<file path="src/logic/mem_settings.svh">
`ifndef MEM_SETTINGS_SVH
`define MEM_SETTINGS_SVH

`define MEM_LINE_BITS 256 // One cache line
`define MEM_ADDR_BITS 32 // Byte address

`define MEM_LINES 64
`define MEM_LATENCY 4 // Cycles per access, 1 or more

// Byte address split into offset, line index and aliased upper bits
`define MEM_LINE_BYTES (`MEM_LINE_BITS / 8)
`define MEM_OFFSET_BITS $clog2(`MEM_LINE_BYTES)
`define MEM_INDEX_BITS $clog2(`MEM_LINES)
`define MEM_INDEX_LSB `MEM_OFFSET_BITS

// Wide enough to count up to the latency itself
`define MEM_COUNT_BITS $clog2(`MEM_LATENCY + 1)

`endif

</file>
<file path="src/logic/mem_pkg.sv">
package mem_pkg;

	`include "mem_settings.svh"

	// Byte address as the core issues it
	typedef logic [`MEM_ADDR_BITS-1:0] rv32i_word;

	// Whole line moved on every transfer
	typedef logic [`MEM_LINE_BITS-1:0] cache_line;

	// Request side of a line port, held until resp
	typedef struct packed {
		logic read; // Level
		logic write; // Level
		rv32i_word address;
		cache_line wdata;
	} line_req;

	// Response side of a line port
	typedef struct packed {
		logic resp; // Single-cycle pulse
		cache_line rdata; // Valid while resp is high
	} line_rsp;

endpackage : mem_pkg

</file>
<file path="src/logic/line_arbiter.sv">
`timescale 1ns/10ps

module line_arbiter (
	input logic clk,
	input logic rst,

	input mem_pkg::line_req icache_req,
	output mem_pkg::line_rsp icache_rsp,

	input mem_pkg::line_req dcache_req,
	output mem_pkg::line_rsp dcache_rsp,

	output mem_pkg::line_req pmem_req,
	input mem_pkg::line_rsp pmem_rsp
);

	typedef enum logic [2:0] {
		st_idle,
		st_grant_iread,
		st_grant_dread,
		st_grant_dwrite,
		st_reading,
		st_writing,
		st_finish
	} arb_state_e;

	arb_state_e state;
	arb_state_e next_state;

	// Datapath registers
	mem_pkg::rv32i_word addr_q;
	mem_pkg::cache_line wdata_q;
	mem_pkg::cache_line rdata_q;
	logic owner_q; // 0 icache, 1 dcache

	// Address source and requester identity for the grant cycle
	logic sel_dcache;
	mem_pkg::rv32i_word addr_mux;

	// State-decoded controls
	logic load_addr;
	logic load_wdata;
	logic load_rdata;
	logic load_owner;
	logic pmem_read;
	logic pmem_write;
	logic finish_resp;

	always_comb begin
		addr_mux = sel_dcache ? dcache_req.address : icache_req.address;
	end

	always_comb begin
		sel_dcache = 1'b0;
		load_addr = 1'b0;
		load_wdata = 1'b0;
		load_rdata = 1'b0;
		load_owner = 1'b0;
		pmem_read = 1'b0;
		pmem_write = 1'b0;
		finish_resp = 1'b0;

		case (state)
			st_grant_iread: begin
				sel_dcache = 1'b0;
				load_addr = 1'b1;
				load_owner = 1'b1;
			end
			st_grant_dread: begin
				sel_dcache = 1'b1;
				load_addr = 1'b1;
				load_owner = 1'b1;
			end
			st_grant_dwrite: begin
				sel_dcache = 1'b1;
				load_addr = 1'b1;
				load_wdata = 1'b1;
				load_owner = 1'b1;
			end
			st_reading: begin
				pmem_read = 1'b1;
				load_rdata = 1'b1; // Last load is the resp cycle
			end
			st_writing: begin
				pmem_write = 1'b1;
			end
			st_finish: begin
				finish_resp = 1'b1;
			end
			default: ;
		endcase
	end

	// Fixed priority, icache write bit is never looked at
	always_comb begin
		next_state = state;
		case (state)
			st_idle: begin
				if (icache_req.read) begin
					next_state = st_grant_iread;
				end else if (dcache_req.read) begin
					next_state = st_grant_dread;
				end else if (dcache_req.write) begin
					next_state = st_grant_dwrite;
				end
			end
			st_grant_iread: next_state = st_reading;
			st_grant_dread: next_state = st_reading;
			st_grant_dwrite: next_state = st_writing;
			st_reading: begin
				if (pmem_rsp.resp) next_state = st_finish;
			end
			st_writing: begin
				if (pmem_rsp.resp) next_state = st_finish;
			end
			st_finish: next_state = st_idle;
			default: next_state = st_idle;
		endcase
	end

	always_ff @(posedge clk) begin
		if (rst) begin
			state <= st_idle;
		end else begin
			state <= next_state;
		end
	end

	always_ff @(posedge clk) begin
		if (load_addr) addr_q <= addr_mux;
		if (load_owner) owner_q <= sel_dcache;
	end

	always_ff @(posedge clk) begin
		if (load_wdata) wdata_q <= dcache_req.wdata;
		if (load_rdata) rdata_q <= pmem_rsp.rdata;
	end

	always_comb begin
		pmem_req.read = pmem_read;
		pmem_req.write = pmem_write;
		pmem_req.address = addr_q;
		pmem_req.wdata = wdata_q;
	end

	// Only the owner sees the pulse, both see the data
	always_comb begin
		icache_rsp.resp = finish_resp & ~owner_q;
		icache_rsp.rdata = rdata_q;
		dcache_rsp.resp = finish_resp & owner_q;
		dcache_rsp.rdata = rdata_q;
	end

endmodule : line_arbiter

</file>
<file path="config.mk">
export PLATFORM = sky130hd
export DESIGN_NAME = line_arbiter
export DESIGN_NICKNAME = d
export VERILOG_FILES = /design/src/logic/mem_pkg.sv /design/src/logic/line_arbiter.sv
export VERILOG_INCLUDE_DIRS = /design/src /design/src/logic
export SDC_FILE = /design/constraint.sdc
export NUM_CORES = 1
export LEC_CHECK = 0
export BUFFER_PORTS_ARGS = -buffer_cell sky130_fd_sc_hd__buf_2
export CAP_MARGIN = 20
export CORE_AREA = 2 2 631 633
export CTS_CLUSTER_DIAMETER = 200
export CTS_CLUSTER_SIZE = 28
export DETAILED_ROUTE_END_ITERATION = 7
export DIE_AREA = 0 0 633 635
export GPL_TIMING_DRIVEN = 0
export HOLD_SLACK_MARGIN = 0.02
export SLEW_MARGIN = 15
export SYNTH_ARGS = -nofsm -noshare
export SYNTH_HDL_FRONTEND = slang
export SYNTH_SLANG_ARGS = --single-unit
export TNS_END_PERCENT = 20
</file>
<file path="constraint.sdc">
create_clock -name clk -period 16.1 [get_ports clk]
set_input_delay 4.025 -clock clk [delete_from_list [all_inputs] [get_ports clk]]
set_output_delay 4.025 -clock clk [all_outputs]
set_load 0.01 [all_outputs]
</file>
==> results.md, run 1 <==
- Root Driver: clkbuf_16
- Initial antenna violation count: 319
- Total Routing Usage GR: 12.4%
- CTS Sinks: 548
- Final HPWL DP: 242000 microns
- Layout cell share with drive strength beyond 1: 72.0%
- Sequential area share after synthesis: 86.9%
- Inserted Clock Buffers: 31
- Max layer used: met5
- Commonest cells after routing, fill and taps aside: buf_2 (1389), edfxtp_1 (545), buf_4 (258), nand2_1 (96), clkbuf_16 (31)
- DR WL/cell: 33.6 microns
- Std-Cell Rows: 231
- Post-Route M1 WL: 67800 microns
- Worst-Skew Late Latency: 0.82 ns
- Min-delay worst type: reg2reg
- Worst hold slack: 0.591 ns
- Worst-Margin Slew: 0.787 ns
- Initial drt markers: 1164
- Status: complete, no violations
- TNS Setup: 0 ns
- Starting Density: 4.79%
- Vias in the first global route: 13900
- Final instance area: 34200 sq um
- Fin crit period: 6.70 ns
- Area occupied by multi-input gates: 513 sq um
- Via count: 15600
- Placed cell area: 32800 sq um
- Postcts setup bufs: 0
- CTS-repair resized insts: 0
- First-pass GRT wire length: 288000 microns
- Yosys Warn Count: 0
- Router iterations before antenna repair: 5
- Area of the die: 402000 sq um
- Crit path from: state[2]
- Post-layout util: 8.66%
- Critical path class: reg2out
- Peak Freq: 149 MHz
- Highest net fanout along the worst path: 38
- Reg area: 16400 sq um
- Area Growth Syn to Fin: 80.7%
- Static Leakage: 12.8 nW
- Clk_skew: 0.0579 ns
- WL final: 260000 microns
- CTS tree: done
- #FFs+latches synth: 548
- Maximum vdd drop: 0.000123 V
- Clock tree buffer depth: 3
- FILL cells: 45800
- Met3 routed WL: 39400 microns
- Period utilization: 41.6%
- Number of distinct library cells after synthesis: 24
- Routed length on met2: 143000 microns
- Nets: 3208
- Htree depth: 1
- Remaining antenna violation count: 0
- Clk slew on worst S/H paths: 0.13 ns
- Hold Vio Cnt, Final: 0
- Max cap viols: 0
- Crit start category: flip-flop
- Top Ports: 1643
- Slew Viols, Final: 0
- Setup crit end kind: primary output
- R2R Path Start: state[2]
- PortBufs: 1385
- Worst hold start: state[1]
- Total gr overflow: 0
- Max-slew headroom: 47.5%
- Critical Path AT: 2.67 ns
- Largest net degree at the start of global routing: 58
- Power Dens Cells: 107 nW/um^2
- Commonest non-fill, non-tap cell in the layout: buf_2
- Die height: 635 microns
- Final count of negative-setup-slack endpoints: 0
- WP data required: 12.07 ns
- Via density: 2.02
- Die W: 633 microns
- Synth Cell Area: 18900 sq um
- GP Congestion: 0.899
- RSZ-0062 raised after global routing: false
- Hold_buf cts: 0
- Core Area: 395000 sq um
- Synth Area per Inst: 20.2 sq um
- Gate Count Post-Synth: 934
- Drt drc: 0
- Syn Nets: 1773
stage by stage:
stage               setup WS, ns  std cells  power [W]
global placement           -3.52       7561    0.00272
floorplan                   3.84        934    0.00210
finish                      9.40       7725    0.00366
CTS                         9.29       7628    0.00379
global route                9.22       7675    0.00383
detailed placement         10.25       7578    0.00267
critical path, stage by stage (launching register included):
cell and delay, ns:
dfxtp_1 0.36, clkbuf_1 0.36, and2_4 0.70, buf_4 0.22, buf_2 0.12
registers in the layout (all words and copies together), names as in the netlist:
register	count
owner_q	1
rdata_q	256
addr_q	32
wdata_q	256
state	3
cells in the mapped netlist (all sizes together):
library cell / number / area, sq um
o41ai: 1 / 8.76
nor3: 1 / 5.00
nor4: 1 / 6.26
nand3b: 1 / 7.51
or3: 1 / 6.26
nor4bb: 1 / 10.0
buf: 263 / 1970
edfxtp: 545 / 16400
clkbuf: 4 / 15.0
and2: 2 / 12.5
nor2: 3 / 11.3
nand2b: 2 / 12.5
nand2: 96 / 360
and4: 1 / 8.76
inv: 2 / 7.50
or3b: 1 / 8.76
a211oi: 1 / 7.51
o21ai: 1 / 5.00
nor3b: 2 / 15.0
a21oi: 2 / 10.0
dfxtp: 3 / 60.1
layout make-up:
| cell class | instances | share of cell area, % |
|---|---|---|
| inverters | 2 | 0.0220 |
| clock buffers | 32 | 2.28 |
| well taps | 5242 | 19.2 |
| repair buffers | 1402 | 21.5 |
| diodes | 97 | 0.710 |
| multi-input cells | 117 | 1.50 |
| plain buffers | 267 | 5.81 |
| flip-flops and latches | 548 | 48.1 |
| clock inverters | 18 | 0.967 |
kinds of logic (layout without fill, tap and decap cells):
| kind of cell | Yosys count | after routing | synth area share (%) |
|---|---|---|---|
| AND/OR/NAND/NOR | 112 | 112 | 2.45 |
| other | 0 | 97 | 0 |
| flip-flops | 548 | 548 | 86.9 |
| buffers and inverters | 269 | 1721 | 10.5 |
| AO/OA/AOI/OAI | 5 | 5 | 0.165 |
where the power goes:
part           internal, W  leakage (nW)  switching [W]
sequential         0.00172          5.01      0.0000664
clock             0.000415         0.531       0.000658
combinational     0.000276          7.21       0.000526
total              0.00241          12.8        0.00125
path summary, 6_finish.rpt:
path / end / slack [ns] / cells after the start
setup reg to reg: wdata_q[163] / 12.67 / 12
hold reg to reg: state[2] / 0.59 / 2
setup / recovery: pmem_req[289] / 9.40 / 4
hold / removal: state[2] / 0.59 / 2
per-layer routing:
layer / vias up / global-route usage (%)
met2: 1450 / 24.7
li1: 6130 / -
met4: 156 / 2.84
met5: - / 0
met1: 7139 / 9.61
met3: 723 / 8.35
(Power assumes the default switching activity.)
==> run 2: changes to the inputs <==
- clock period: 16.1 -> 6.3 ns (I/O delays scaled with it)
==> run 2 against run 1 <==
Effect of this change: die area did not move; critical path depth rose by 2; global-route usage rose by 0.20 points; worst hold slack improved by 0.0055 ns; cell area barely moved; via count rose by 0.69%; clock-buffer cell count rose by 7; routed wire length rose by 1.6%; clock skew fell by 0.0093 ns.
==> results.md, run 2 (synthesis results as in run 1) <==
- Status: complete, no violations
- Largest net degree at the start of global routing: 62 (+6.9%)
- Worst hold slack: 0.596 ns (+0.00547 ns)
- Highest net fanout along the worst path: 36 (-5.3%)
- R2r setup slk: 3.27 ns (-9.40 ns)
- PortBufs: 1385 (unchanged)
- Worst-Skew Late Latency: 0.80 ns (-0.02 ns)
- WL final: 264000 microns (+1.6%)
- Static Leakage: 12.7 nW (about the same)
- Clk slew on worst S/H paths: 0.13 ns (about the same)
- Finished Layout Cells: 7731 (+0.078%)
- DR WL/cell: 34.1 microns (+1.5%)
- Area Growth Syn to Fin: 80.8% (about the same)
- Commonest non-fill, non-tap cell in the layout: buf_2
- Max cap viols: 0 (unchanged)
- Critical Path AT: 3.15 ns (+0.48 ns)
- Nets: 3209 (+0.031%)
- Setup crit end kind: primary output
- Final instance area: 34200 sq um (about the same)
- Die height: 635 microns (unchanged)
- Via density: 2.03 (+0.61%)
- Initial drt markers: 1145 (-1.6%)
- Drt drc: 0 (unchanged)
- Post-Place Cells: 7580 (+0.026%)
- Sequential Power Share: 49.0% (+0.2 points)
- First-pass GRT wire length: 293000 microns (+1.8%)
- Layout cell share with drive strength beyond 1: 71.8% (-0.23 points)
- Min-delay worst type: reg2reg
- Final count of negative-setup-slack endpoints: 0 (unchanged)
- Crit start category: flip-flop
- Switch Pwr: 0.00319 W (+160%)
- Peak Freq: 212 MHz
- Clock share of power: 28.6% (-0.7 points)
- Switching share of power: 34.2% (+0.10 points)
- Worst r2r path cells: 10 (-2)
- Clock tree buffer depth: 3 (unchanged)
- Worst hold start: state[1]
- Via count: 15700 (+0.69%)
- Total Routing Usage GR: 12.7% (+0.20 points)
- GP Congestion: 0.916 (+2.0%)
- Std-Cell Rows: 231 (unchanged)
- Initial antenna violation count: 331 (+3.8%)
- Power Dens Cells: 273 nW/um^2 (+150%)
- Root Driver: clkbuf_16
- Hold_buf cts: 0 (unchanged)
- Htree depth: 1 (unchanged)
- Core Area: 395000 sq um (unchanged)
- Top Ports: 1643 (unchanged)
- Critical path class: reg2out
- Pint: 0.00613 W (+150%)
- CTS tree: done
- Period utilization: 75.0%
- Combinational power share: 22.4% (+0.5 points)
- Hold Vio Cnt, Final: 0 (unchanged)
- Commonest cells after routing, fill and taps aside: buf_2 (1389), edfxtp_1 (545), buf_4 (258), nand2_1 (96), clkbuf_16 (31)
- Worst R2R End: wdata_q[108]
- Hold path depth: 2 (unchanged)
- CTS Sinks: 548 (unchanged)
- Die W: 633 microns (unchanged)
- R2R Path Start: state[2]
- Total gr overflow: 0 (unchanged)
- CTS-repair resized insts: 0 (unchanged)
- WP data required: 4.72 ns (-7.35 ns)
- Router iterations before antenna repair: 5 (unchanged)
- Starting Density: 4.79% (unchanged)
- Area of the die: 402000 sq um (unchanged)
- Worst Hold Path EP: state[2]
- RSZ-0062 raised after global routing: false
- Total power: 0.00932 W (+150%)
- Maximum vdd drop: 0.000311 V (+150%)
- Worst-Margin Slew: 0.947 ns (+0.160 ns)
- Fin crit period: 4.72 ns
- Postcts setup bufs: 0 (unchanged)
- Placed cell area: 32900 sq um (+0.14%)
- Max-slew headroom: 36.9% (-11 points)
- Final HPWL DP: 246000 microns (+1.7%)
- Slew Viols, Final: 0 (unchanged)
- Largest registers: rdata_q x256, wdata_q x256, addr_q x32
- Remaining antenna violation count: 0 (unchanged)
- Inserted Clock Buffers: 30 (-3.2%)
- Vias in the first global route: 14000 (+1.1%)
- Clk_skew: 0.0486 ns (-0.00933 ns)
## run 2: changes by cell type in the layout (fill, tap and decap cells not counted), sizes merged
cell and change:
inv -3, clkinvlp +1, clkbuf +7, buf +2, clkinv -1, bufinv -1
diode +1
## run 2: final cells by class
type | count | area [sq um]
Antenna cell | 98 | 245
Buffer | 267 | 1980
Clock buffer | 39 | 806
Clock inverter | 14 | 270
Fill cell | 45800 | 361000
Inverter | 2 | 7.51
Multi-Input combinational cell | 117 | 513
Sequential cell | 548 | 16400
Tap cell | 5242 | 6560
Timing Repair Buffer | 1404 | 7380
## run 2: worst max-delay path by stage
stage / start / to / slack, ns / cells after the start
detailed placement: state[2] / pmem_req[289] / 2.38 / 6
CTS: state[2] / pmem_req[289] / 1.42 / 6
finish: state[2] / pmem_req[289] / 1.58 / 6
floorplan: state[2] / pmem_req[289] / 0.57 / 3
global route: state[2] / pmem_req[289] / 1.35 / 6
global placement: state[2] / pmem_req[289] / -2.41 / 4
## run 2: metrics by stage
stage,TNS (ns),util [%],worst slack (ns)
final,0,8.66,1.58
after global routing,0,8.62,1.35
after CTS,0,8.60,1.42
after detailed placement,0,8.32,2.38
after global placement,-564.45,8.21,-2.41
after floorplan,0,-,0.572
## run 2: critical path: stages (launching register included)
cell,delay [ns]
dfxtp_1,0.37
clkbuf_1,0.37
and2_4,0.70
buf_16,0.28
buf_12,0.24
buf_4,0.14
buf_2,0.11
## run 2: layer usage
metal	global-route usage (%)	wire length [microns]	vias to the layer above
met5	0	1220	-
met4	2.99	9850	186
met3	8.96	42400	728
met2	24.1	139000	1469
met1	10.3	71700	7189
li1	-	-	6134
## run 2: power by group through the flow
stage	Clock [W]	Combinational, W	Sequential, W
floorplan	0	0.000535	0.00478
global placement	0	0.00213	0.00474
detailed placement	0	0.00221	0.00466
CTS	0.00288	0.00221	0.00458
global route	0.00293	0.00225	0.00460
finish	0.00267	0.00209	0.00457
